--- config.mk ---
export PLATFORM = sky130hd
export DESIGN_NAME = rv_fetch
export DESIGN_NICKNAME = d
export VERILOG_FILES = /design/src/hdl/rv_pkg.sv /design/src/hdl/rv_fetch.sv
export SDC_FILE = /design/constraint.sdc
export NUM_CORES = 1
export LEC_CHECK = 0
export BUFFER_PORTS_ARGS = -buffer_cell sky130_fd_sc_hd__buf_2
export CAP_MARGIN = 5
export CORE_AREA = 10 10 110 112
export DETAILED_ROUTE_END_ITERATION = 6
export DIE_AREA = 0 0 120 122
export PLACE_DENSITY = 0.83
export SLEW_MARGIN = 20
export SYNTH_ARGS = -nofsm -noshare
export SYNTH_HDL_FRONTEND = slang
export SYNTH_SLANG_ARGS = --single-unit
--- constraint.sdc ---
create_clock -name CLK -period 2.3 [get_ports CLK]
set_input_delay 0.23 -clock CLK [delete_from_list [all_inputs] [get_ports CLK]]
set_output_delay 0.23 -clock CLK [all_outputs]
set_load 0.02 [all_outputs]
--- src/hdl/rv_pkg.sv ---
package rv_pkg;

	parameter int XLEN = 64;

	typedef logic [XLEN-1:0]	xlen_t;
	typedef logic [31:0]		inst_t;
	typedef logic [31:0]		bus_addr_t;	// Wishbone byte address
	typedef logic [4:0]		reg_idx_t;
	typedef logic [XLEN/8-1:0]	wb_sel_t;	// One bit per data byte

	// Major opcodes kept by the core
	typedef enum logic [6:0] {
		LOAD	= 7'b00_000_11,
		STORE	= 7'b01_000_11,
		BRANCH	= 7'b11_000_11,
		JALR	= 7'b11_001_11,
		JAL	= 7'b11_011_11,
		OP_IMM	= 7'b00_100_11,
		OP	= 7'b01_100_11,
		AUIPC	= 7'b00_101_11,
		LUI	= 7'b01_101_11
	} opcode_e;

	typedef enum logic [1:0] {
		IDLE,		// Before the first instruction
		EXEC,
		MEM,		// Load or store on the data bus
		WAIT_FETCH
	} exec_state_e;

	typedef enum logic {
		WORD,
		DOUBLE
	} mem_size_e;

endpackage
--- src/hdl/rv_fetch.sv ---
`timescale 1ns/100ps

module rv_fetch #(
	parameter rv_pkg::xlen_t RESET_PC = 64'h0000_0000_8000_0000
) (
	input  logic			CLK,
	input  logic			RSTn,
	input  rv_pkg::xlen_t		next_pc_i,
	input  logic			next_pc_valid_i,
	output rv_pkg::inst_t		inst_o,
	output rv_pkg::xlen_t		pc_o,
	output logic			inst_valid_o,
	output logic			ibus_cyc_o,
	output logic			ibus_stb_o,
	output rv_pkg::bus_addr_t	ibus_adr_o,
	input  rv_pkg::inst_t		ibus_dat_i,
	input  logic			ibus_ack_i
);
	import rv_pkg::*;

	xlen_t	pc_q;
	logic	boot_q;		// Kicks off the first fetch
	logic	ack;

	assign ack = ibus_stb_o && ibus_ack_i;

	always_ff @(posedge CLK or negedge RSTn) begin
		if (!RSTn) begin
			pc_q         <= RESET_PC;
			boot_q       <= 1'b1;
			ibus_cyc_o   <= 1'b0;
			ibus_stb_o   <= 1'b0;
			inst_valid_o <= 1'b0;
		end else begin
			boot_q       <= 1'b0;
			inst_valid_o <= 1'b0;
			if (boot_q || next_pc_valid_i) begin
				ibus_cyc_o <= 1'b1;
				ibus_stb_o <= 1'b1;
			end else if (ack) begin
				ibus_cyc_o   <= 1'b0;
				ibus_stb_o   <= 1'b0;
				inst_valid_o <= 1'b1;
			end
			if (next_pc_valid_i)
				pc_q <= next_pc_i;
		end
	end

	// Held until the next fetch completes
	always_ff @(posedge CLK) begin
		if (ack)
			inst_o <= ibus_dat_i;
	end

	assign pc_o       = pc_q;
	assign ibus_adr_o = pc_q[31:0];

	assert property (@(posedge CLK) disable iff (!RSTn)
		ibus_stb_o && !ibus_ack_i |=> ibus_stb_o && $stable(ibus_adr_o));

	// Target of the last branch or jump
	assert property (@(posedge CLK) disable iff (!RSTn)
		ibus_stb_o |-> pc_q[1:0] == 2'b00);

endmodule

== Word level (Yosys, flattened, before mapping) ==
Cells that the tools add are included.

* Register bits: 99
* Word-level logic and storage cells: 12
* Input port bits: 100
* Output and inout bits: 131

* Reduce and logical (&&, ||, !) cells: 3
* Mux-type cells: 4

{| class="wikitable"
|+ Operators with widths
! operator !! count
|-
| 1-bit two-way mux || 4
|-
| 2-bit nonzero test || 1
|-
| 1-bit logical AND || 1
|-
| 1-bit logical OR || 1
|}

== Longest topological paths before layout ==
* Word-level depth: 3
* Depth in mapped cells: 4
* Gate-level depth less buffers: 2

== Least setup slack after synthesis ==
No wires, ideal clock.

* Path kind: reg2reg
* Start point: register ibus_stb_o
* End point: register inst_o[0] (enable)
* Clock period less this slack: 1712 ps
* Slack: 588 ps
* Stages on the path, launching flop included: 2
* Data required time: 1907 ps
* Setup time: 393 ps
* Arrival time: 1319 ps
* Path buffers: 0
* Cell sequence: dfrtp_1 -> and2_1

* Word-level cells in the longest chain between the ends: 1

{| class="wikitable"
|+ Ends and longest elaborated chain
! element !! RTL line !! source
|-
| start: declaration || rv_fetch.sv:14 || <nowiki>output logic ibus_stb_o,</nowiki>
|-
| start signal: assignment || rv_fetch.sv:32 || <nowiki>ibus_stb_o <= 1'b0;</nowiki>
|-
| start signal: assignment || rv_fetch.sv:39 || <nowiki>ibus_stb_o <= 1'b1;</nowiki>
|-
| start signal: assignment || rv_fetch.sv:42 || <nowiki>ibus_stb_o <= 1'b0;</nowiki>
|-
| 1-bit logical AND || rv_fetch.sv:25 || <nowiki>assign ack = ibus_stb_o && ibus_ack_i;</nowiki>
|-
| net ack || rv_fetch.sv:23 || <nowiki>logic ack;</nowiki>
|-
| end signal: assignment || rv_fetch.sv:53 || <nowiki>inst_o <= ibus_dat_i;</nowiki>
|-
| end: declaration || rv_fetch.sv:10 || <nowiki>output rv_pkg::inst_t inst_o,</nowiki>
|}

The timed path passes the listed nets, and every way through them passes these cells.
A chain may end at the register's enable or synchronous reset.

== Worst setup path after layout ==
* Start point: register pc_q[31] (netlist: pc_o[31])
* End point: output port ibus_adr_o[31]

{| class="wikitable"
|+ RTL lines
! element !! RTL line !! source
|-
| start: declaration || rv_fetch.sv:21 || <nowiki>xlen_t pc_q;</nowiki>
|-
| start signal: assignment || rv_fetch.sv:46 || <nowiki>pc_q <= next_pc_i;</nowiki>
|-
| end: declaration || rv_fetch.sv:15 || <nowiki>output rv_pkg::bus_addr_t ibus_adr_o,</nowiki>
|}

No word-level cell between the ends.

==> flow_metrics.tcl <==
set metrics [dict create \
    status "finished, final reports clean" \
    overflow 0 \
    synth-seq-cells 99 \
    vias 2440 \
    yosysSeqAreaShare 0.6780 \
    drtIter0Drc 115 \
    start_kind "flip-flop" \
    total_power_mw 3.953 \
    clk_pin_slew_ps 110 \
    crit_family "flip-flops" \
    drc 0 \
    row_count 37 \
    cp_data_required_time_ps 2070 \
    fin_tns_setup_ps 0 \
    min_path_type "input pin to flip-flop" \
    pre_cts_ws_ps 814.5 \
    start_util 0.3876 \
    grtUsageTotal 0.1292 \
    cts_buffers 9 \
    combPwrFrac 0.210 \
    portBuffers 230 \
    core-area_mm2 0.01005 \
    wl_mm 9.781 \
    vdd_drop_max_mv 0.3090 \
    finalHoldViolCount 0 \
    viasPerCell 4.396 \
    worst_pin_slew_ps 717.8 \
    finalCritPeriodShare 0.5710 \
    synth_area_leader_cell "dfrtp_1" \
    antenna_left 0 \
    cts_sinks 99 \
    crit_path_top_delay_cell "dfstp_2" \
    slew_headroom 0.5215 \
    drv_cap 0 \
    htreeDepth 3 \
    grt_first_pass_wirelength_mm 15.05 \
    cts_hold_buf 1 \
    rsz0062_at_grt "no" \
    die_x_um 120 \
    setup_slack_ps 986.8 \
    antenna_found_initial 1 \
    leakage_nw 2.603 \
    cp_max_fo 3 \
    clock_skew_ps 16.74 \
    ys_types 13 \
    fill_cells 872 \
    p_switching_mw 1.178 \
    cts_buffer_depth 2 \
    die_h_um 122 \
    path_cells "buf_2" \
    area.growth.synth_to_final_pct 32.29 \
    die_area_mm2 0.01464 \
    cts_tree "yes" \
    dr.pass1.iters 4 \
    end_kind "output pin" \
    slew_violations 0 \
    grt_max_degree 40 \
    synthesis.area_mm2 0.003894 \
    clock-root-buffer "clkbuf_8" \
    cp.arrival_ps 1080 \
    synth.top_cell.area_share 0.4177 \
    power_density_mw_per_mm2 767.5 \
    synthTopCellsByArea "dfrtp_1 42%, edfxtp_1 25%, mux2_4 19%" \
    max_freq_ghz 0.7615 \
    period_minus_slack_ps 1313 \
    num_io_pins 231 \
    drive_above_1_share 0.7518 \
    clk_latency_ps 360 \
    criticalPathCategory "flip-flop to output pin" \
    switching_share 0.2979 \
    path_buf_inv 1 \
    p_clk_frac 0.269 \
    antenna_cells 0 \
    dp_hpwl_mm 7.909 \
    final_nets 514 \
    synth_warnings 0 \
    p_int_mw 2.776 \
    avgSynthCellArea_um2 18.63 \
    gp_congestion 0.7936 \
    syn_inst 209 \
    cpPeakStageDelay_ps 560 \
    wl_per_cell_um 17.62 \
    grt_pass1_vias 2703 \
    syn_nets 309 \
    cts_resized 0 \
    setup_viol 0 \
    pwr-share-seq 0.521 \
    cts_setup_buffers 0 \
]
## power groups by stage
stage	clock network, mW	registers, mW	logic (mW)
2_1_floorplan	0	2.28	0.373
3_3_place_gp	0	2.09	0.829
3_5_place_dp	0	2.10	0.847
4_1_cts	1.10	2.06	0.847
5_1_grt	1.19	2.08	0.884
6_report	1.06	2.06	0.830
## worst paths after layout
path                               start        endpoint  slack, ps  cells past startpoint
setup / recovery                pc_o[31]  ibus_adr_o[31]        990                      1
hold / removal             ibus_dat_i[0]       inst_o[0]         40                      1
max in group asynchronous           RSTn        pc_o[48]       1180                      3
min in group asynchronous           RSTn        pc_o[22]        460                      2
hold reg to reg                 pc_o[62]        pc_o[62]        510                      1
setup reg to reg              ibus_stb_o      inst_o[15]       1100                      2
## routing by layer
layer | track usage | share of wire | vias up
met5 | 0 | 0.0013 | -
met4 | 0.04600 | 0.012 | 2
met3 | 0.05874 | 0.11 | 13
met2 | 0.2087 | 0.49 | 148
met1 | 0.1495 | 0.39 | 1175
li1 | - | - | 1102
## synthesized netlist by cell type, drive strengths merged
library cell	n
nor2	1
mux2	64
buf	40
conb	1
inv	1
and2	2
dfstp	2
edfxtp	32
dfrtp	65
o21ai	1
## cell usage in the layout (no fill, tap or decap)
cell type	instances
and2_1	2
dfstp_2	2
nor2_1	1
conb_1	1
mux2_2	15
inv_1	1
mux2_4	49
clkinv_8	1
inv_6	2
buf_12	2
o21ai_0	1
clkinv_4	2
clkbuf_8	10
edfxtp_1	32
buf_2	229
dlygate4sd3_1	1
dfrtp_1	65
buf_4	2
clkinvlp_4	1
## sequential cells by signal, summed over array words and instances, names as in the netlist
name and count:
pc_o 64, inst_o 32, boot_q 1, ibus_stb_o 1, inst_valid_o 1
## kinds of logic after synthesis
group,Yosys count,synth area share
flip-flops,99,0.6780
multiplexers,64,0.2323
buffers and inverters,41,0.08322
AND/OR/NAND/NOR,3,0.004176
AO/OA/AOI/OAI,1,0.001284
other,1,0.0009631
## layout make-up
cell class	instances	area, um^2	share of cell area
well taps	136	170.2	0.03303
clock buffers	10	137.6	0.02672
multi-input cells	69	929.6	0.1805
repair buffers	234	1211	0.2351
clock inverters	6	58.81	0.01142
inverters	1	3.754	0.0007287
flip-flops and latches	99	2640	0.5125
## through the flow
step	instance area (um^2)	hold slack [ps]	instances	util
floorplan	3894	-65.59	209	-
global placement	4945	309.6	538	0.4922
detailed placement	4945	326.5	538	0.4922
CTS	5151	13.06	555	0.5128
global route	5151	6.434	555	0.5128
finish	5151	38.11	555	0.5128
No activity file was read; power rests on OpenSTA's default activity.
