File: config.mk
export PLATFORM = sky130hd
export DESIGN_NAME = rv_regfile
export DESIGN_NICKNAME = d
export VERILOG_FILES = /design/src/hdl/rv_pkg.sv /design/src/hdl/rv_regfile.sv
export SDC_FILE = /design/constraint.sdc
export NUM_CORES = 2
export LEC_CHECK = 0
export BUFFER_PORTS_ARGS = -buffer_cell sky130_fd_sc_hd__clkbuf_2
export CORE_AREA = 5 5 603 605
export CTS_CLUSTER_DIAMETER = 200
export CTS_CLUSTER_SIZE = 30
export DETAILED_ROUTE_END_ITERATION = 8
export DIE_AREA = 0 0 608 610
export HOLD_SLACK_MARGIN = 0.02
export PLACE_DENSITY = 0.49
export SLEW_MARGIN = 20
export SYNTH_ARGS = -nofsm -noshare
export SYNTH_HDL_FRONTEND = slang
export SYNTH_SLANG_ARGS = --single-unit
File: constraint.sdc
create_clock -name CLK -period 3.7 [get_ports CLK]
set_clock_uncertainty 0.05 [all_clocks]
set_input_delay 0.74 -clock CLK [delete_from_list [all_inputs] [get_ports CLK]]
set_output_delay 0.74 -clock CLK [all_outputs]
set_load 0.02 [all_outputs]
File: src/hdl/rv_pkg.sv
package rv_pkg;

	parameter int XLEN = 64;

	typedef logic [XLEN-1:0]	xlen_t;
	typedef logic [31:0]		inst_t;
	typedef logic [31:0]		bus_addr_t;	// Wishbone byte address
	typedef logic [4:0]		reg_idx_t;
	typedef logic [XLEN/8-1:0]	wb_sel_t;	// One bit per data byte

	// Major opcodes kept by the core
	typedef enum logic [6:0] {
		LOAD	= 7'b00_000_11,
		STORE	= 7'b01_000_11,
		BRANCH	= 7'b11_000_11,
		JALR	= 7'b11_001_11,
		JAL	= 7'b11_011_11,
		OP_IMM	= 7'b00_100_11,
		OP	= 7'b01_100_11,
		AUIPC	= 7'b00_101_11,
		LUI	= 7'b01_101_11
	} opcode_e;

	typedef enum logic [1:0] {
		IDLE,		// Before the first instruction
		EXEC,
		MEM,		// Load or store on the data bus
		WAIT_FETCH
	} exec_state_e;

	typedef enum logic {
		WORD,
		DOUBLE
	} mem_size_e;

endpackage
File: src/hdl/rv_regfile.sv
`timescale 1ns/100ps

module rv_regfile (
	input  logic			CLK,
	input  logic			RSTn,
	input  rv_pkg::reg_idx_t	rs1_idx_i,
	input  rv_pkg::reg_idx_t	rs2_idx_i,
	output rv_pkg::xlen_t		rs1_data_o,
	output rv_pkg::xlen_t		rs2_data_o,
	input  logic			we_i,
	input  rv_pkg::reg_idx_t	rd_idx_i,
	input  rv_pkg::xlen_t		rd_data_i
);
	import rv_pkg::*;

	xlen_t	regs [1:31];	// x0 has no storage

	always_ff @(posedge CLK or negedge RSTn) begin
		if (!RSTn) begin
			for (int i = 1; i < 32; i++)
				regs[i] <= '0;
		end else if (we_i && rd_idx_i != 5'd0) begin
			regs[rd_idx_i] <= rd_data_i;
		end
	end

	assign rs1_data_o = (rs1_idx_i == 5'd0) ? '0 : regs[rs1_idx_i];
	assign rs2_data_o = (rs2_idx_i == 5'd0) ? '0 : regs[rs2_idx_i];

endmodule

**Word level (Yosys, flattened, before mapping)**

Index checks and enable logic that the tools add are counted.

- Word-level logic and storage cells: 54
- Input bits: 82
- Output and inout port bits: 128
- Register bits after elaboration: 1,984

- Bitwise logic cells: 3
- Reductions and logical operators: 5
- Mux-type cells: 11
- Order comparisons: 4

Operators by type and width:

| kind | number |
|---|---|
| $bwmux W1984 | 1 |
| $bmux W64 S5 | 2 |
| $mux W64 | 7 |
| $demux W64 S5 | 1 |
| $ge A6 B6 Y1 const B | 3 |
| $not A5 Y6 | 3 |
| $logic_not A5 Y1 | 2 |
| $lt A6 B1 Y1 const B | 1 |
| $reduce_bool A5 Y1 | 1 |
| $logic_and A1 B1 Y1 | 2 |

**Logic depth before layout (Yosys ltp)**

- Word-level depth: 6
- Mapped depth: 10
- Depth with buffers taken out: 5

**Worst setup path before layout**

OpenSTA, ideal clock, no wires.

- Kind: input to output
- From: input rs2_idx_i[1]
- To: output rs2_data_o[5]
- Data required time: 2,910 ps
- Arrival: 2,537 ps
- Path buffers: 4
- Cell stages on the path: 8
- Slack: 373 ps
- Cell sequence: buf_2 -> buf_2 -> buf_2 -> buf_1 -> mux4_2 -> mux2_2 -> o211ai_1 -> o21ai_0

- Word-level cells in the longest chain between the ends: 5
- Elaborated cells between the ends (all ways): 6
- Classes of those cells: mux (4); bitwise (1); reduce/logical (1)

RTL lines:

| item | line | text |
|---|---|---|
| start: declaration | rv_regfile.sv:7 | `input rv_pkg::reg_idx_t rs2_idx_i,` |
| $not A5 Y6 (not written as such) | rv_regfile.sv:28 | `assign rs2_data_o = (rs2_idx_i == 5'd0) ? '0 : regs[rs2_idx_i];` |
| $bmux W64 S5 | rv_regfile.sv:28 |  |
| $mux W64 (not written as such) (2 in a row) | rv_regfile.sv:28 |  |
| $mux W64 (*) | rv_regfile.sv:28 |  |
| end: declaration | rv_regfile.sv:9 | `output rv_pkg::xlen_t rs2_data_o,` |

Every way passes the cells marked *; elsewhere a longest branch is shown, timed or not. The select of a mux whose other input is x is not followed.

**Worst setup path in the final report**

- From: input rs2_idx_i[0]
- To: output rs2_data_o[3]

The elaborated chain is that of the path after synthesis.

==> summary.md <==
| Metric | Value |
|---|---|
| Outcome | complete, but fails checks |
| Failing checks | setup timing |
| CTS root buf | clkbuf_16 |
| Share of the clock period used by the worst path after layout | 100% |
| Clk sinks | ~2000 |
| Synth Area in XOR/XNOR | 0% |
| Mapped Area | about 0.11 mm2 |
| Clock Pin Slew Worst Setup and Hold Paths | between 100 and 150 ps |
| Top Ports | 210 |
| Die X | ~600 um |
| Simple-gate share of the synthesized area | approximately 2.7% |
| Largest net degree at the start of global routing | 148 |
| Number of buffers created by CTS | 76 |
| Max Fclk | around 0.27 GHz |
| Area share of the largest cell type after synthesis | a little under half |
| Mapped Cells | between 7000 and 8000 |
| WP data required | just under 3000 ps |
| RD Place Congestion | around 0.8 |
| Largest family of logic cells by synthesized area | multiplexers |
| Vias | approximately 70000 |
| Die Y | ~610 um |
| Complex-gate fraction of the synthesized area | under 10% |
| Top-count cell post-synth | mux2_2 |
| Endpoints failing setup | 1 |
| Relative slew margins | 29.9% |
| Yosys reg bits | slightly below 2000 |
| Async SR Flop Fraction | 100% |
| Max reg flops | roughly 2000 |
| Startpoint class of the critical path | input pin |
| Worst setup margin | -16.6 ps |
| Critical-path maximum fanout | 14 |
| Synthesized Nets | between 7000 and 8000 |
| WL per Instance | about 32 um |
| Vias in the first global route | 73500 |
| Detailed Route Iter0 Violations | around 5700 |
| Synth top cells by count | 2178 x mux2_2, 1984 x dfrtp_1, 748 x mux4_2 |
| Main flop type after synthesis | dfrtp_1 |
| Synthesis Warnings | 0 |
| HPWL after DPL | 252000 um |
| Max clock buf depth | 3 |
| Drt first pass iters | 6 |
| Nets | 7755 |
| Synth area leader | dfrtp_1 |
| First-pass GRT wire length | between 500000 and 600000 um |
| CTS tree | built |
| Clock latency on the worst-skew pair | 780 ps |
| Row count | 220 |
| Layout cells sized above 1 | 52.9% |
| FF-to-FF path depth | 1 |
| CTS H-Tree Depth | 3 |
| Core area | 0.358 mm2 |
| Port Buf Inserts | between 200 and 250 |
| Final Critical Period | between 3000 and 4000 ps |
| Initial Util | between 20% and 30% |
| Hold Slack | about 390 ps |
| Post-synthesis mux area share | approximately 43% |
| Hold Fails Final Rpt | 0 |
| Gr usage total | a little over a fifth |
| Die area | 0.371 mm2 |
| PD cells | between 400 and 500 mW/mm2 |
| Post-synth EDFFs | 0 |
| Biggest regs | regs x1984 |
| Syn_area_per_cell | roughly 14 um2 |
| Crit Path Class | input pin to output pin |
| GRT overflow | 0 |
| Max cap viols | 0 |
| Pre-CTS setup slack | -419 ps |
| Vias/cell | between 5 and 6 |
| Final Max Tran Viols | 0 |
| Slew @ Worst Pin | between 1000 and 1500 ps |
| Synth unique cells | 44 |
| Hold WC Path Type | input pin to async pin |
| Biggest register | regs |
| Max VDD drop | just over 0.0004 V |
| Crit. End Element | output pin |
| DRC Markers | 0 |
| DRT antenna net count | 0 |
| RSZ-0062 raised after global routing | true |
| Synth top area cells | dfrtp_1 47%, mux2_2 23%, mux4_2 16%, mux2i_1 4.3%, clkbuf_1 1.6% |
| Register area share after synthesis | about 47% |
| Crit path DAT | ~2900 ps |
| Final wirelength | 404000 um |
| Leakage | 52.7 nW |
| Area delta synth->final | 14.5% |
| Post-Synth Adder-Cell Area | 0% |
| Initial antenna violation count | 35 |
==> metal layers <==
layer  vias up  part of all wire, %  global-route usage (%)  wire length, um
met5         -                0.014                       0               55
met2      2151                   49                    35.6           197000
met1     38900                   43                    28.7           174000
met3       505                  4.6                    2.35            18500
li1      28800                    -                       -                -
met4         8                  3.4                    6.47            13900
==> critical path, cell delays in order <==
cell and delay, ps:
buf_16 150, buf_12 180, buf_12 160, nor2b_4 150
buf_4 160, clkbuf_16 210, a21oi_1 160, a31oi_1 90
o21ai_0 560, clkbuf_2 290
==> power by group <==
group | total (W) | switching [W] | internal, W | leakage (nW)
Combinational | 0.0148 | 0.00622 | 0.00855 | 26.3
Clock | 0.0113 | 0.00730 | 0.00396 | 1.02
Sequential | 0.0291 | 0.00325 | 0.0259 | 25.4
Total | 0.0552 | 0.0168 | 0.0384 | 52.7
==> logic make-up after synthesis <==
logic type,after synthesis
buffers and inverters,803
AND/OR/NAND/NOR,620
multiplexers,3391
flip-flops,1984
AO/OA/AOI/OAI,651
==> per-stage QoR <==
stage | cell area [um2] | instances | util [%] | setup TNS [ps] | total power, W
2_1_floorplan | 107000 | 7449 | - | 0 | 0.0387
3_3_place_gp | 119000 | 12300 | 33.2 | -5140 | 0.0435
3_5_place_dp | 119000 | 12300 | 33.2 | -4670 | 0.0441
4_1_cts | 121000 | 12400 | 33.9 | -167 | 0.0554
5_1_grt | 122000 | 12500 | 34.2 | -59.6 | 0.0578
6_report | 122000 | 12500 | 34.2 | -16.6 | 0.0552
==> final timing paths <==
| check | start | endpoint | slack [ps] |
|---|---|---|---|
| max | rs2_idx_i[0] | rs2_data_o[3] | -20 |
| min | RSTn | regs[141]$_DFFE_PN0P_ | 390 |
| max reg2reg | regs[184]$_DFFE_PN0P_ | regs[184]$_DFFE_PN0P_ | 2820 |
| min reg2reg | regs[854]$_DFFE_PN0P_ | regs[854]$_DFFE_PN0P_ | 480 |
| max in group asynchronous | RSTn | regs[1262]$_DFFE_PN0P_ | 1800 |
| min in group CLK | regs[854]$_DFFE_PN0P_ | regs[854]$_DFFE_PN0P_ | 480 |
==> cell type report <==
| type | count | area [um2] |
|---|---|---|
| Clock inverter | 4 | 75.1 |
| Inverter | 1 | 8.76 |
| Timing Repair Buffer | 948 | 10400 |
| Antenna cell | 18 | 45.0 |
| Sequential cell | 1984 | 49600 |
| Fill cell | 34300 | 235000 |
| Clock buffer | 80 | 2000 |
| Tap cell | 4773 | 5970 |
| Multi-Input combinational cell | 4662 | 54000 |
==> cell usage in the layout, fill, tap and decap left out, types with 15 or more instances in the layout <==
master / instances
mux2_2: 2178
dfrtp_1: 1984
mux4_2: 748
buf_4: 467
mux2i_1: 453
nand2_1: 238
buf_12: 237
clkbuf_2: 186
a21oi_1: 118
nor2b_1: 111
a221oi_1: 110
nor2_1: 88
clkbuf_16: 87
nor3_1: 86
o21ai_0: 80
o211ai_1: 79
a22oi_1: 74
a31oi_1: 63
buf_16: 23
diode_2: 18
o32a_1: 18
o21ai_1: 18
nand3_1: 17
nor2_4: 15
==> timing repair <==
action,in CTS,in global routing
setup endpoints to repair,64,64
cloned,6,7
hold buffers,1,0
endpoints found under the hold margin,11,0
gates resized for setup,51,93
setup buffers,12,47
pin swaps,4,10
Note: power is estimated with default switching activity, not from simulation.
