File: config.mk
export PLATFORM = sky130hd
export DESIGN_NAME = rv_lsu
export DESIGN_NICKNAME = d
export VERILOG_FILES = /design/src/hdl/rv_pkg.sv /design/src/hdl/rv_lsu.sv
export SDC_FILE = /design/constraint.sdc
export NUM_CORES = 1
export LEC_CHECK = 0
export ABC_AREA = 0
export BUFFER_PORTS_ARGS = -buffer_cell sky130_fd_sc_hd__buf_2
export CAP_MARGIN = 20
export CORE_AREA = 4 4 144 146
export CTS_CLUSTER_SIZE = 10
export DETAILED_ROUTE_END_ITERATION = 7
export DIE_AREA = 0 0 148 150
export PLACE_DENSITY = 0.69
export SYNTH_ARGS = -nofsm -noshare
export SYNTH_HDL_FRONTEND = slang
export SYNTH_SLANG_ARGS = --single-unit
File: constraint.sdc
create_clock -name CLK -period 4.8 [get_ports CLK]
set_input_delay 0.72 -clock CLK [delete_from_list [all_inputs] [get_ports CLK]]
set_output_delay 0.72 -clock CLK [all_outputs]
set_load 0.05 [all_outputs]
File: src/hdl/rv_pkg.sv
package rv_pkg;

	parameter int XLEN = 64;

	typedef logic [XLEN-1:0]	xlen_t;
	typedef logic [31:0]		inst_t;
	typedef logic [31:0]		bus_addr_t;	// Wishbone byte address
	typedef logic [4:0]		reg_idx_t;
	typedef logic [XLEN/8-1:0]	wb_sel_t;	// One bit per data byte

	// Major opcodes kept by the core
	typedef enum logic [6:0] {
		LOAD	= 7'b00_000_11,
		STORE	= 7'b01_000_11,
		BRANCH	= 7'b11_000_11,
		JALR	= 7'b11_001_11,
		JAL	= 7'b11_011_11,
		OP_IMM	= 7'b00_100_11,
		OP	= 7'b01_100_11,
		AUIPC	= 7'b00_101_11,
		LUI	= 7'b01_101_11
	} opcode_e;

	typedef enum logic [1:0] {
		IDLE,		// Before the first instruction
		EXEC,
		MEM,		// Load or store on the data bus
		WAIT_FETCH
	} exec_state_e;

	typedef enum logic {
		WORD,
		DOUBLE
	} mem_size_e;

endpackage
File: src/hdl/rv_lsu.sv
`timescale 1ns/100ps

module rv_lsu (
	input  logic			CLK,
	input  logic			RSTn,
	input  logic			req_i,
	input  logic			we_i,
	input  rv_pkg::mem_size_e	size_i,
	input  logic			unsigned_i,
	input  rv_pkg::xlen_t		addr_i,
	input  rv_pkg::xlen_t		wdata_i,
	output logic			done_o,
	output rv_pkg::xlen_t		rdata_o,
	output logic			dbus_cyc_o,
	output logic			dbus_stb_o,
	output logic			dbus_we_o,
	output rv_pkg::bus_addr_t	dbus_adr_o,
	output rv_pkg::wb_sel_t		dbus_sel_o,
	output rv_pkg::xlen_t		dbus_dat_o,
	input  rv_pkg::xlen_t		dbus_dat_i,
	input  logic			dbus_ack_i
);
	import rv_pkg::*;

	mem_size_e	size_q;
	logic		unsigned_q;
	logic		lane_q;		// Upper word lane
	logic [31:0]	word;
	logic		ack;

	assign ack  = dbus_stb_o && dbus_ack_i;
	assign word = lane_q ? dbus_dat_i[63:32] : dbus_dat_i[31:0];

	always_ff @(posedge CLK or negedge RSTn) begin
		if (!RSTn) begin
			dbus_cyc_o <= 1'b0;
			dbus_stb_o <= 1'b0;
			dbus_we_o  <= 1'b0;
			done_o     <= 1'b0;
		end else begin
			done_o <= ack;
			if (req_i) begin
				dbus_cyc_o <= 1'b1;
				dbus_stb_o <= 1'b1;
				dbus_we_o  <= we_i;
			end else if (ack) begin
				dbus_cyc_o <= 1'b0;
				dbus_stb_o <= 1'b0;
				dbus_we_o  <= 1'b0;
			end
		end
	end

	always_ff @(posedge CLK) begin
		if (req_i) begin
			size_q     <= size_i;
			unsigned_q <= unsigned_i;
			lane_q     <= addr_i[2];
			dbus_adr_o <= {addr_i[31:3], 3'b000};
			if (size_i == DOUBLE) begin
				dbus_sel_o <= 8'hff;
				dbus_dat_o <= wdata_i;
			end else begin
				dbus_sel_o <= addr_i[2] ? 8'hf0 : 8'h0f;
				dbus_dat_o <= {2{wdata_i[31:0]}};	// Same word on both lanes
			end
		end
		if (ack) begin
			if (size_q == DOUBLE)
				rdata_o <= dbus_dat_i;
			else if (unsigned_q)
				rdata_o <= {32'd0, word};
			else
				rdata_o <= {{32{word[31]}}, word};
		end
	end

	assert property (@(posedge CLK) disable iff (!RSTn)
		req_i |-> addr_i[1:0] == 2'b00 && (size_i == WORD || !addr_i[2]));

endmodule

After elaboration in Yosys (flattened, before gate mapping)
Cells that the tools add are included.

storage, ports and cells
  bits in registers = 171
  logic and storage cells = 20

cells by class
  reduce and logical (&&, ||, !) cells = 2
  multiplexer cells = 8

operators by type and width
  operator           number
  $mux 64            3
  $mux 32            1
  $mux 8             1
  $mux 1             3
  $reduce_bool 2->1  1
  $logic_and 1x1->1  1

Depth between registers and ports, before layout
  depth after elaboration = 3
  mapped depth = 5
  depth with buffers taken out = 3

Worst setup path after synthesis
No wires, ideal clock.

  path type = reg2reg
  from = register dbus_stb_o
  to = register dbus_we_o
  slack = 2.081 ns
  stages on the path, launching flop included = 3
  arrival time = 2.506 ns
  clock period less this slack = 2.719 ns
  setup time = 0.213 ns
  data required time = 4.587 ns
  path through = dfrtp_1 and2_1 o21ai_0

between the ends
  cells in the longest elaborated chain, start to end = 2

RTL lines
  what                         line          RTL
  start: declaration           rv_lsu.sv:15  output logic dbus_stb_o,
  start signal: assignment     rv_lsu.sv:37  dbus_stb_o <= 1'b0;
  start signal: assignment     rv_lsu.sv:44  dbus_stb_o <= 1'b1;
  start signal: assignment     rv_lsu.sv:48  dbus_stb_o <= 1'b0;
  $logic_and 1x1->1            rv_lsu.sv:31  assign ack = dbus_stb_o && dbus_ack_i;
  via ack                      rv_lsu.sv:29  logic ack;
  $reduce_bool 2->1 (no line)  -
  end signal: assignment       rv_lsu.sv:45  dbus_we_o <= we_i;
  end: declaration             rv_lsu.sv:16  output logic dbus_we_o,

The timed path passes the listed nets, and every way through them passes these cells.
A chain may end at the register's enable or synchronous reset.

Worst setup path after layout
  from = register size_q
  to = register rdata_o[1] (data pin)

between the ends
  cells in the longest elaborated chain, start to end = 1

RTL lines
  what                      line          RTL
  start: declaration        rv_lsu.sv:25  mem_size_e size_q;
  start signal: assignment  rv_lsu.sv:56  size_q <= size_i;
  $mux 64                   rv_lsu.sv:69  if (size_q == DOUBLE)
  end signal: assignment    rv_lsu.sv:70  rdata_o <= dbus_dat_i;
  end signal: assignment    rv_lsu.sv:72  rdata_o <= {32'd0, word};
  end signal: assignment    rv_lsu.sv:74  rdata_o <= {{32{word[31]}}, word};
  end: declaration          rv_lsu.sv:13  output rv_pkg::xlen_t rdata_o,

Every way passes these cells.

==> results.txt <==
* Root Buffer: clkbuf_16
- The analysis attributes to net switching a power of 1.19 mW.
- Entering global routing, the biggest net connects 67 pins.
- Of the cells placed in the final design, the portion with a size suffix greater than 1 is 0.640.
- Across all layers, the routed design uses 4021 vias.
* Max Cap Viol: 0
- After legalization and detailed placement, the total HPWL measured 12000 um.
- The initial utilization of the core area, before any placement, comes to 0.324.
* WL per Instance: 17.2 um
- The worst setup path is captured at a flip-flop.
- In this run the post-CTS setup repair buffer count came out at 0.
* Synth top cells by count: edfxtp_1, nand2_1, mux2_2
* Reg2Reg Setup Slack: 2.82 ns
- For this block, the initial DRC count from the detailed router was 145.
- After layout, the design draws a total of 3.78 mW.
- Crit path time final: 1.98 ns
- Post-cts gate resize count: 0
- In the post-synthesis netlist, the biggest area contributors are edfxtp_1, mux2_4, mux2_2.
- Logic pwr share: 0.199
* Reg power frac: 0.463
* Clock transition at the register clock pins on the worst setup and hold paths after CTS: 0.07 ns
- In the post-route analysis, the smallest setup slack over all paths is 2.82 ns.
- Data on the critical path is required at its endpoint by 4.97 ns.
* Share of the yosys chip area belonging to registers: 0.786
- Count of distinct cell types in the synthesized netlist: 20
- The H-tree generated during clock tree synthesis spans 4 levels.
- RSZ-0062 raised after global routing: no
- Along the worst path, the maximum fanout reaches 35.
* Clock tree skew after final layout: 0.00636 ns
* Buffers on Ports: 333
* Routed Antenna Nets: 0
- The first detailed-routing pass ran for 4 iterations.
- Fraction of post-synthesis cell area in the top cell type by area: 0.774
- Of the total power, the clock network draws 0.338.
- Number of enable-type register cells in the synthesized netlist: 162
* Worst hold path type: input pin to async pin
- Wire length of the first global-routing pass: 23400 um
- From synthesis to final layout, the design area changed by 38.6%.
* Final period util: 0.412
- Among all cell types in the netlist, the one instantiated most often is edfxtp_1.
- Cell leakage power: 3.90 nW
- The number of hold-slack violations in the final timing report is 0.
- Vias in the first global route: 4139
- In this run, synthesis produced a sequential element count of 165.
- Overflow left after global routing: 0
* Routability congestion estimate: 0.728
- Die extent in y: 150 um
- Category of the most critical setup path: flip-flop to flip-flop
* Final setup violation count: 0
- CORE AREA: 19400 sq um
- CTS tree: yes
- Status: complete, no violations
- Dividing total power by cell area gives a power density of 434 nW/um^2.
* Post-Synthesis Cell Area: 6280 sq um
- The number of antenna diodes in the final layout is 0.
- In the synthesized netlist the dominant register cell turns out to be edfxtp_1.
- Fmax: 506 MHz
- Timing analysis after detailed placement gives a worst setup slack of 2.43 ns.
- The initial antenna violation count is 3.
- Tightest Pin Transition: 0.850 ns
- Mapped Cells: 332
- Mean area per synthesized cell: 18.9 sq um
- In the final design database the tool counted 864 nets.
- From left edge to right edge, the die measures 148 um.
- Summing all multi-input logic gate instances after layout gives 1170 sq um.
- Summed over all layers, the routed wires come to 16200 um.
- During I/O placement, the number of pins put on the boundary was 371.
- In the routed design, unresolved DRC markers number 0.
- Switching portion of total power: 0.314
- Final max-slew violation count: 0
- Peak supply drop: 221 uV
- In the final layout, flip-flops and latches occupy 4940 sq um.
* Skew-Pair Late Insertion Delay: 0.41 ns
- The floorplan has 51 rows.
- The Yosys step of the flow raised 0 warnings.
- Largest area contributor in the synthesized netlist: edfxtp_1
- Number of filler instances in the final layout: 1776
- The floorplan step defined a die boundary enclosing 22200 sq um.
* Max-Slew Margin vs Limit: 0.434
- Adding up every negative setup slack in the final design gives 0 ns.
- Sink Count: 165
- Internal Pwr Total: 2.59 mW
- CTS Buf Count: 17
- In the routed layout, each cell is associated on average with a via count of 4.26.
* Arr. time, crit path: 2.15 ns
- After clock tree synthesis, the flow added hold-fix buffers numbering 0.
- FFs w/ async S/R, synth: 0.0182
* CTS max path bufs: 2
- The worst setup path is launched from a flip-flop.
- Overall track demand over capacity in global routing: 0.141
routing by layer:
metal  wire [um]  global-route usage
met5          34                   0
met4         212              0.0434
met3        2080              0.0733
met2        7940               0.234
met1        5930               0.158
final cells by class:
type                       instances  area share
clock buffer                      18      0.0493
clock inverter                    14      0.0145
inverter                           1    0.000431
multi-input combinational        143       0.134
sequential                       165       0.567
tap                              265      0.0381
timing repair buffer             337       0.196
power by group through the flow:
| stage | registers [mW] | logic (mW) | clock network (mW) |
|---|---|---|---|
| 2_1_floorplan | 2.17 | 0.153 | 0 |
| 3_3_place_gp | 1.78 | 0.753 | 0 |
| 3_5_place_dp | 1.78 | 0.758 | 0 |
| 4_1_cts | 1.75 | 0.759 | 1.32 |
| 5_1_grt | 1.76 | 0.788 | 1.38 |
| 6_report | 1.75 | 0.753 | 1.28 |
through the flow:
step                      hold WS [ns]  cell area [sq um]  utilization  instances
after global placement           0.516               8140        0.420        910
after detailed placement         0.519               8140        0.420        910
after floorplan                  0.424               6290            -        334
after CTS                       0.0610               8690        0.448        942
after global routing            0.0609               8710        0.449        943
final                           0.0901               8710        0.449        943
cell usage in the layout, fill, tap and decap left out, drive strengths merged:
master,n
o31ai,1
clkinvlp,3
clkinv,8
nor2b,1
inv,4
o21ai,2
conb,3
nand2b,4
dfrtp,3
and2,1
mux2,64
or2,1
clkbuf,18
buf,337
a211o,1
a21o,1
nand2,64
edfxtp,162
worst paths after layout:
| path | to | cells past startpoint | startpoint |
|---|---|---|---|
| max | rdata_o[1]$_DFFE_PP_ | 3 | size_q$_DFFE_PP_ |
| min | dbus_we_o$_DFFE_PN0P_ | 1 | RSTn |
| max reg2reg | rdata_o[1]$_DFFE_PP_ | 3 | size_q$_DFFE_PP_ |
| min reg2reg | dbus_stb_o$_DFFE_PN0P_ | 1 | dbus_stb_o$_DFFE_PN0P_ |
| max in group asynchronous | dbus_stb_o$_DFFE_PN0P_ | 1 | RSTn |
| min in group CLK | dbus_adr_o[14]$_DFFE_PP_ | 1 | addr_i[14] |
cell families (layout without fill, tap and decap cells):
logic type,Yosys count,after routing,synth area share
other,1,3,0.000597
DFF,165,165,0.786
AOI/OAI and AO/OA,5,5,0.00538
and+or+nand+nor,71,71,0.0464
buffers and inverters,26,370,0.0289
muxes,64,64,0.133
worst max-delay path: stages (launching register included):
cell,delay [ns]
edfxtp_1,0.33
buf_4,0.34
nand2b_4,0.63
mux2_2,0.40
registers in the layout, summed over array words and instances, names as in the netlist:
name / flops
dbus_dat_o: 64
rdata_o: 64
dbus_adr_o: 29
dbus_sel_o: 2
dbus_stb_o: 1
dbus_we_o: 1
done_o: 1
lane_q: 1
size_q: 1
unsigned_q: 1
Note: power is estimated with default switching activity, not from simulation.
