==> config.mk <==
export PLATFORM = sky130hd
export DESIGN_NAME = rv_execute
export DESIGN_NICKNAME = d
export VERILOG_FILES = /design/src/hdl/rv_pkg.sv /design/src/hdl/rv_execute.sv
export SDC_FILE = /design/constraint.sdc
export NUM_CORES = 2
export LEC_CHECK = 0
export ABC_AREA = 1
export BUFFER_PORTS_ARGS = -buffer_cell sky130_fd_sc_hd__buf_2
export CAP_MARGIN = 0
export CORE_ASPECT_RATIO = 0.6
export CORE_UTILIZATION = 40
export DETAILED_ROUTE_END_ITERATION = 12
export GPL_TIMING_DRIVEN = 0
export SYNTH_ARGS = -nofsm -noshare
export SYNTH_HDL_FRONTEND = slang
export SYNTH_SLANG_ARGS = --single-unit
==> constraint.sdc <==
create_clock -name CLK -period 3.9 [get_ports CLK]
set_input_delay 0.195 -clock CLK [delete_from_list [all_inputs] [get_ports CLK]]
set_output_delay 0.195 -clock CLK [all_outputs]
set_load 0.02 [all_outputs]
==> src/hdl/rv_pkg.sv <==
package rv_pkg;

	parameter int XLEN = 64;

	typedef logic [XLEN-1:0]	xlen_t;
	typedef logic [31:0]		inst_t;
	typedef logic [31:0]		bus_addr_t;	// Wishbone byte address
	typedef logic [4:0]		reg_idx_t;
	typedef logic [XLEN/8-1:0]	wb_sel_t;	// One bit per data byte

	// Major opcodes kept by the core
	typedef enum logic [6:0] {
		LOAD	= 7'b00_000_11,
		STORE	= 7'b01_000_11,
		BRANCH	= 7'b11_000_11,
		JALR	= 7'b11_001_11,
		JAL	= 7'b11_011_11,
		OP_IMM	= 7'b00_100_11,
		OP	= 7'b01_100_11,
		AUIPC	= 7'b00_101_11,
		LUI	= 7'b01_101_11
	} opcode_e;

	typedef enum logic [1:0] {
		IDLE,		// Before the first instruction
		EXEC,
		MEM,		// Load or store on the data bus
		WAIT_FETCH
	} exec_state_e;

	typedef enum logic {
		WORD,
		DOUBLE
	} mem_size_e;

endpackage
==> src/hdl/rv_execute.sv <==
`timescale 1ns/100ps

module rv_execute (
	input  logic			CLK,
	input  logic			RSTn,
	input  rv_pkg::inst_t		inst_i,
	input  rv_pkg::xlen_t		pc_i,
	input  logic			inst_valid_i,
	output rv_pkg::xlen_t		next_pc_o,
	output logic			next_pc_valid_o,
	output rv_pkg::reg_idx_t	rs1_idx_o,
	output rv_pkg::reg_idx_t	rs2_idx_o,
	input  rv_pkg::xlen_t		rs1_data_i,
	input  rv_pkg::xlen_t		rs2_data_i,
	output logic			rd_we_o,
	output rv_pkg::reg_idx_t	rd_idx_o,
	output rv_pkg::xlen_t		rd_data_o,
	output logic			lsu_req_o,
	output logic			lsu_we_o,
	output rv_pkg::mem_size_e	lsu_size_o,
	output logic			lsu_unsigned_o,
	output rv_pkg::xlen_t		lsu_addr_o,
	output rv_pkg::xlen_t		lsu_wdata_o,
	input  logic			lsu_done_i,
	input  rv_pkg::xlen_t		lsu_rdata_i
);
	import rv_pkg::*;

	opcode_e	opcode;
	logic [2:0]	funct3;
	logic [6:0]	funct7;
	xlen_t		imm_i;
	xlen_t		imm_s;
	xlen_t		imm_b;
	xlen_t		imm_u;
	xlen_t		imm_j;
	xlen_t		op_b;
	xlen_t		alu_res;
	logic		alu_ok;
	logic		take;
	xlen_t		result;
	logic		wr_en;
	logic		is_load;
	logic		is_store;
	logic		is_mem;
	exec_state_e	state_q;
	logic		mem_fin_q;	// Memory access just finished

	assign opcode    = opcode_e'(inst_i[6:0]);
	assign funct3    = inst_i[14:12];
	assign funct7    = inst_i[31:25];
	assign rd_idx_o  = inst_i[11:7];
	assign rs1_idx_o = inst_i[19:15];
	assign rs2_idx_o = inst_i[24:20];

	assign imm_i = {{XLEN-12{inst_i[31]}}, inst_i[31:20]};
	assign imm_s = {{XLEN-12{inst_i[31]}}, inst_i[31:25], inst_i[11:7]};
	assign imm_b = {{XLEN-13{inst_i[31]}}, inst_i[31], inst_i[7], inst_i[30:25],
			inst_i[11:8], 1'b0};
	assign imm_u = {{XLEN-32{inst_i[31]}}, inst_i[31:12], 12'h000};
	assign imm_j = {{XLEN-21{inst_i[31]}}, inst_i[31], inst_i[19:12], inst_i[20],
			inst_i[30:21], 1'b0};

	// LW, LD and LWU; SW and SD
	assign is_load  = opcode == LOAD && (funct3 == 3'b010 || funct3 == 3'b011
			|| funct3 == 3'b110);
	assign is_store = opcode == STORE && (funct3 == 3'b010 || funct3 == 3'b011);
	assign is_mem   = is_load || is_store;

	always_comb begin
		op_b = (opcode == OP) ? rs2_data_i : imm_i;
		case (funct3)
		3'b000:	alu_res = (opcode == OP && funct7[5]) ? rs1_data_i - op_b
				: rs1_data_i + op_b;
		3'b001:	alu_res = rs1_data_i << op_b[5:0];
		3'b010:	alu_res = {{XLEN-1{1'b0}}, $signed(rs1_data_i) < $signed(op_b)};
		3'b011:	alu_res = {{XLEN-1{1'b0}}, rs1_data_i < op_b};
		3'b100:	alu_res = rs1_data_i ^ op_b;
		3'b101: begin
			if (funct7[5])
				alu_res = $signed(rs1_data_i) >>> op_b[5:0];
			else
				alu_res = rs1_data_i >> op_b[5:0];
		end
		3'b110:	alu_res = rs1_data_i | op_b;
		default:	alu_res = rs1_data_i & op_b;
		endcase

		// Immediate shifts keep shamt[5] in funct7[0]
		if (opcode == OP)
			alu_ok = funct7 == 7'b0000000
				|| (funct7 == 7'b0100000 && (funct3 == 3'b000 || funct3 == 3'b101));
		else if (funct3 == 3'b001)
			alu_ok = funct7[6:1] == 6'b000000;
		else if (funct3 == 3'b101)
			alu_ok = funct7[6:1] == 6'b000000 || funct7[6:1] == 6'b010000;
		else
			alu_ok = 1'b1;
	end

	always_comb begin
		case (funct3)
		3'b000:	take = rs1_data_i == rs2_data_i;
		3'b001:	take = rs1_data_i != rs2_data_i;
		3'b100:	take = $signed(rs1_data_i) < $signed(rs2_data_i);
		3'b101:	take = $signed(rs1_data_i) >= $signed(rs2_data_i);
		3'b110:	take = rs1_data_i < rs2_data_i;
		3'b111:	take = rs1_data_i >= rs2_data_i;
		default:	take = 1'b0;
		endcase
	end

	always_comb begin
		result    = alu_res;
		wr_en     = 1'b0;
		next_pc_o = pc_i + 64'd4;	// Also for unknown opcodes
		case (opcode)
		OP_IMM, OP:	wr_en = alu_ok;
		LUI: begin
			result = imm_u;
			wr_en  = 1'b1;
		end
		AUIPC: begin
			result = pc_i + imm_u;
			wr_en  = 1'b1;
		end
		JAL: begin
			result    = pc_i + 64'd4;
			wr_en     = 1'b1;
			next_pc_o = pc_i + imm_j;
		end
		JALR: begin
			if (funct3 == 3'b000) begin
				result    = pc_i + 64'd4;
				wr_en     = 1'b1;
				next_pc_o = rs1_data_i + imm_i;	// Bit 0 kept
			end
		end
		BRANCH: begin
			if (take)
				next_pc_o = pc_i + imm_b;
		end
		default: ;
		endcase
	end

	always_ff @(posedge CLK or negedge RSTn) begin
		if (!RSTn) begin
			state_q   <= IDLE;
			mem_fin_q <= 1'b0;
		end else begin
			mem_fin_q <= (state_q == MEM) && lsu_done_i;
			case (state_q)
			IDLE, WAIT_FETCH: begin
				if (inst_valid_i)
					state_q <= EXEC;
			end
			EXEC:	state_q <= is_mem ? MEM : WAIT_FETCH;
			MEM: begin
				if (lsu_done_i)
					state_q <= WAIT_FETCH;
			end
			default:	state_q <= IDLE;
			endcase
		end
	end

	assign lsu_req_o      = (state_q == EXEC) && is_mem;
	assign lsu_we_o       = is_store;
	assign lsu_size_o     = funct3[0] ? DOUBLE : WORD;
	assign lsu_unsigned_o = funct3[2];
	assign lsu_addr_o     = rs1_data_i + (is_store ? imm_s : imm_i);
	assign lsu_wdata_o    = rs2_data_i;

	// Instruction word is still held by fetch during MEM
	assign rd_we_o         = ((state_q == EXEC) && wr_en) || (mem_fin_q && is_load);
	assign rd_data_o       = mem_fin_q ? lsu_rdata_i : result;
	assign next_pc_valid_o = ((state_q == EXEC) && !is_mem) || mem_fin_q;

	assert property (@(posedge CLK) disable iff (!RSTn)
		lsu_done_i |-> state_q == MEM);

endmodule

==> results of run 1 <==
cell usage after synthesis (118+ instances only):
cell type,number
nor2_1,945
xor2_1,155
inv_1,1421
o21ai_0,629
nand2_1,1956
clkbuf_1,256
nand3_1,836
ha_1,406
a21oi_1,844
nand4_1,118
o211ai_1,160
nor3_1,121
o21ai_1,138
per-stage QoR:
stage                     worst slack, ps  hold slack (ps)  setup TNS, ps  instances  util (%)
after CTS                            -781              204         -30910      11205      54.6
after detailed placement            -4990            -4.70        -359670      10931      45.1
after floorplan                      1.82             -101              0       8863         -
after global placement              -6070            -9.89        -533960      10919      44.9
timing repair:
item                                    CTS
cloned                                   15
pin swaps                               379
setup endpoints to repair               187
hold buffers                              1
resized for setup                      2136
setup buffers                           290
endpoints found under the hold margin     3
cell families after synthesis:
kind of cell               Yosys count  synth area share [%]
DFF                                  3                 0.168
and+or+nand+nor                   4179                  39.7
adders and majority gates          412                  11.6
xor gates and xnor gates           212                  4.16
buffers and inverters             1908                  17.1
AOI/OAI and AO/OA                 2142                  27.0
muxes                                7                 0.157
layer usage:
| layer | track usage, % | overflow |
|---|---|---|
| met5 | 78.0 | 132 |
| met4 | 65.1 | 160 |
| met3 | 86.0 | 651 |
| met2 | 91.6 | 232 |
| met1 | 92.7 | 613 |
==> results_dict.tcl, run 1 <==
set metrics [dict create \
    status "did not finish" \
    yosys_warnings 0 \
    ys_seq_area_share_pct 0.168 \
    ys_types 70 \
    stop_error "[ERROR GRT-0116] Global routing finished with congestion. Check the congestion regions in the DRC Viewer." \
    synth_seq_cells 3 \
    synth_area_leaders "nand2_1 (16%), inv_1 (12%), ha_1 (11%), a21oi_1 (9.5%), nand3_1 (9.4%)" \
    grt.total_usage_pct 87.1 \
    cts.sink_count 3 \
    synthCells 8863 \
    haltStage "global routing (5_1_grt)" \
    die_h_microns 261 \
    place.gp.congestion 1.48 \
    grt_pass1_vias 82672 \
    cts.path.max_buffers 2 \
    synth_top_area_share_pct 16.4 \
    die_width_microns 433 \
    hpwl_microns 372000 \
    cts_made_buffers 3 \
    row_count 94 \
    yosysTopAreaCell "nand2_1" \
    initial_core_util_pct 40.6 \
    synth.avg_cell_area_sq_um 5.04 \
    grt_pass1_wl_microns 706000 \
    clockRootBuffer "clkbuf_16" \
    ys.flop_type "dfrtp_1" \
    grt_max_degree 56 \
    synthArstFlopShare_pct 100 \
    port_buffers 568 \
    io_pins 569 \
    grt-ovfl-total 1788 \
    synth_nets 9567 \
    placed_area_sq_mm 0.0497 \
    syn-cell-area_sq_mm 0.0446 \
    cts.htree.levels 1 \
    synth_edf_count 0 \
]
==> inputs of run 2 (changes only) <==
--- a/config.mk
+++ b/config.mk
@@ -8,10 +8,10 @@
 export ABC_AREA = 1
 export BUFFER_PORTS_ARGS = -buffer_cell sky130_fd_sc_hd__buf_2
 export CAP_MARGIN = 0
-export CORE_ASPECT_RATIO = 0.6
-export CORE_UTILIZATION = 40
+export CORE_UTILIZATION = 25
 export DETAILED_ROUTE_END_ITERATION = 12
 export GPL_TIMING_DRIVEN = 0
+export PLACE_DENSITY_LB_ADDON = 0.15
 export SYNTH_ARGS = -nofsm -noshare
 export SYNTH_HDL_FRONTEND = slang
 export SYNTH_SLANG_ARGS = --single-unit
==> constraint.sdc (replaced) <==
create_clock -name CLK -period 5.1 [get_ports CLK]
set_input_delay 0.255 -clock CLK [delete_from_list [all_inputs] [get_ports CLK]]
set_output_delay 0.255 -clock CLK [all_outputs]
set_load 0.02 [all_outputs]
==> run 2 against run 1 <==
Compared with the run above: the flow now finishes, with violations (capacitance limit, slew limit, setup timing); synthesized cell count did not move; synthesized area did not move.
==> results_dict.tcl, run 2 <==
set metrics [dict create \
    final_cell_mix "nand2_1 (1,865), inv_1 (1,399), nor2_1 (888)" \
    initial_core_util_pct 25.3 \
    yosysMostFrequentCell "nand2_1" \
    p_seq_share_pct 0.4 \
    switching_power_mw 7.26 \
    hold_violations 0 \
    drcViolationCount 0 \
    clock_skew_ps 1.60 \
    synth_nets 9567 \
    hp-class "input port to register" \
    synth_top_area_share_pct 16.4 \
    die_width_microns 425 \
    insertion_delay_ps 220 \
    synth.avg_cell_area_sq_um 5.04 \
    yosysTopAreaCell "nand2_1" \
    cts.path.max_buffers 2 \
    critical_path_class "input port to primary output" \
    final_common_cell "nand2_1" \
    largest_register_ffs 2 \
    grt_pass1_vias 64728 \
    worstPathRequired_ps 4850 \
    cts.htree.levels 1 \
    grt.total_usage_pct 50.8 \
    grt_pass1_wl_microns 614000 \
    min_period_ps 5470 \
    drive_gt1_share_pct 16.9 \
    yosys_warnings 0 \
    nFillCells 20847 \
    max_slew_margin_pct -9.57 \
    die_h_microns 425 \
    nets 10229 \
    status "finished, violations left" \
    swShare_pct 74.1 \
    synthTopCellsByCount "nand2_1 (1,956), inv_1 (1,421), nor2_1 (945), a21oi_1 (844), nand3_1 (836)" \
    synth_area_leaders "nand2_1 (16%), inv_1 (12%), ha_1 (11%), a21oi_1 (9.5%), nand3_1 (9.4%)" \
    stdcell_area_sq_mm 0.0556 \
    cp_max_fo 10 \
    ys_seq_area_share_pct 0.168 \
    cts_made_buffers 3 \
    rsz0062_at_grt "true" \
    port_buffers 568 \
    clockRootBuffer "clkbuf_16" \
    ff2ff_setup_slack_ps 3620 \
    wirelength_microns 483000 \
    worstHoldPathCells 3 \
    clk_pin_slew_worst_paths_ps 30 \
    row_count 154 \
    p_int_mw 2.54 \
    cp-endpoint "rd_data_o[4]" \
    slew_viol_final 152 \
    grt-ovfl-total 0 \
    largest_register "state_q" \
    startpoint_type "input port" \
    synth_edf_count 0 \
    biggestRegsByFlops "state_q x2, mem_fin_q x1" \
    worst_pin_slew_ps 1640 \
    hpwl_microns 411000 \
    rr_endpoint "state_q[0]$_DFFE_PN0P_" \
    maxCapViolCount 18 \
    leakagePower_nw 26.5 \
    r2r_cells 4 \
    r2r-start "state_q[1]$_DFFE_PN0P_" \
    ant_nets 0 \
    placed_area_sq_mm 0.0506 \
    pwr-share-comb_pct 98.3 \
    ir_worst_vdd_mv 0.124 \
    dp_slack_ps -3770 \
    antenna_found_initial 57 \
    fin_ws_ps -374 \
    wire_per_inst_microns 40.6 \
    arrival_ps 5220 \
    dieArea_sq_mm 0.180 \
    syn-cell-area_sq_mm 0.0446 \
    cts.sink_count 3 \
    vias 73247 \
    io_pins 569 \
    synth_seq_cells 3 \
    synthArstFlopShare_pct 100 \
    area_delta_synth_final_pct 24.5 \
    dr.pass1.iters 7 \
    grt_max_degree 79 \
    dp.cells 11781 \
    cts_tree "yes" \
    critPathLaunch "inst_i[30]" \
    core_sq_mm 0.177 \
    synthCells 8863 \
    instances_no_fill 11893 \
    viasPerCell 6.16 \
    setup_viol 68 \
    initialDrtViolationCount 11893 \
    ys.flop_type "dfrtp_1" \
    endpoint_kind "primary output" \
    place.gp.congestion 1.18 \
    p_clk_share_pct 1.3 \
    ys_types 70 \
    max_freq_mhz 183 \
    timing.final.crit_share_pct 107 \
    p_per_area_mw_per_mm2 176 \
    violations "capacitance limit, slew limit, setup timing" \
]
-- run 2: cell type report --
cell class | instances | area, sq um | area share (%)
Antenna cell | 29 | 72.6 | 0.131
Buffer | 437 | 2680 | 4.83
Clock buffer | 4 | 78.8 | 0.142
Inverter | 1439 | 5430 | 9.77
Multi-Input combinational cell | 6952 | 40300 | 72.5
Sequential cell | 3 | 75.1 | 0.135
Tap cell | 2340 | 2930 | 5.27
Timing Repair Buffer | 689 | 4010 | 7.22
-- run 2: timing repair --
item,CTS,global route
pin swaps,61,72
gates resized for setup,685,438
hold buffers,1,0
endpoints found under the hold margin,3,0
setup buffers,65,42
cloned,0,1
setup endpoints to repair,183,141
-- run 2: worst min-delay path by stage --
| stage | start | end | slack (ps) |
|---|---|---|---|
| 6_report | lsu_done_i | mem_fin_q$_DFF_PN0_ | 250 |
| 5_1_grt | lsu_done_i | mem_fin_q$_DFF_PN0_ | 260 |
| 4_1_cts | lsu_done_i | mem_fin_q$_DFF_PN0_ | 240 |
| 3_5_place_dp | RSTn | state_q[1]$_DFFE_PN0P_ | 50 |
| 3_3_place_gp | RSTn | state_q[1]$_DFFE_PN0P_ | 50 |
| 2_1_floorplan | RSTn | mem_fin_q$_DFF_PN0_ | -40 |
-- run 2: metrics by stage --
step           util, %  TNS (ps)  hold slack [ps]  power, mW
6_report          31.5     -6330              251       9.80
5_1_grt           31.4      -460              264       9.87
4_1_cts           30.3     -58.9              241       8.90
3_5_place_dp      28.7   -313040             50.9       8.34
3_3_place_gp      28.5   -407590             50.3       8.35
2_1_floorplan        -         0            -40.6       4.25
-- run 2: per-layer routing --
| metal | wire length (microns) | up-vias | share of wire [%] | GRT usage (%) |
|---|---|---|---|---|
| met1 | 195000 | 35450 | 40 | 66.5 |
| met4 | 45900 | 34 | 9.5 | 38.2 |
| met5 | 216 | - | 0.045 | 0.0265 |
| met2 | 177000 | 5853 | 37 | 66.9 |
| li1 | - | 30571 | - | - |
| met3 | 65100 | 1339 | 13 | 17.7 |
-- run 2: power by group through the flow --
| stage | clock network, mW | registers [mW] | logic [mW] |
|---|---|---|---|
| final | 0.126 | 0.0417 | 9.63 |
| after global placement | 0 | 0.0410 | 8.31 |
| after CTS | 0.126 | 0.0410 | 8.73 |
| after detailed placement | 0 | 0.0402 | 8.30 |
| after floorplan | 0 | 0.0390 | 4.21 |
| after global routing | 0.131 | 0.0425 | 9.69 |
-- run 2: cell families after synthesis --
logic type	synth area share, %
flip-flops	0.168
XOR/XNOR	4.16
AND/OR/NAND/NOR	39.7
buffers and inverters	17.1
AO/OA/AOI/OAI	27.0
multiplexers	0.157
adder cells (fa/ha/maj)	11.6
-- run 2: critical path: stages --
cell      delay [ps]
buf_4            230
clkbuf_2         300
clkinv_2         220
nor2_2           660
clkbuf_1         670
buf_2            740
nand3_1          150
a221oi_1         790
o21ai_1          350
nand2_1          380
a21oi_1          200
buf_2            200
Note: power is estimated with default switching activity, not from simulation.
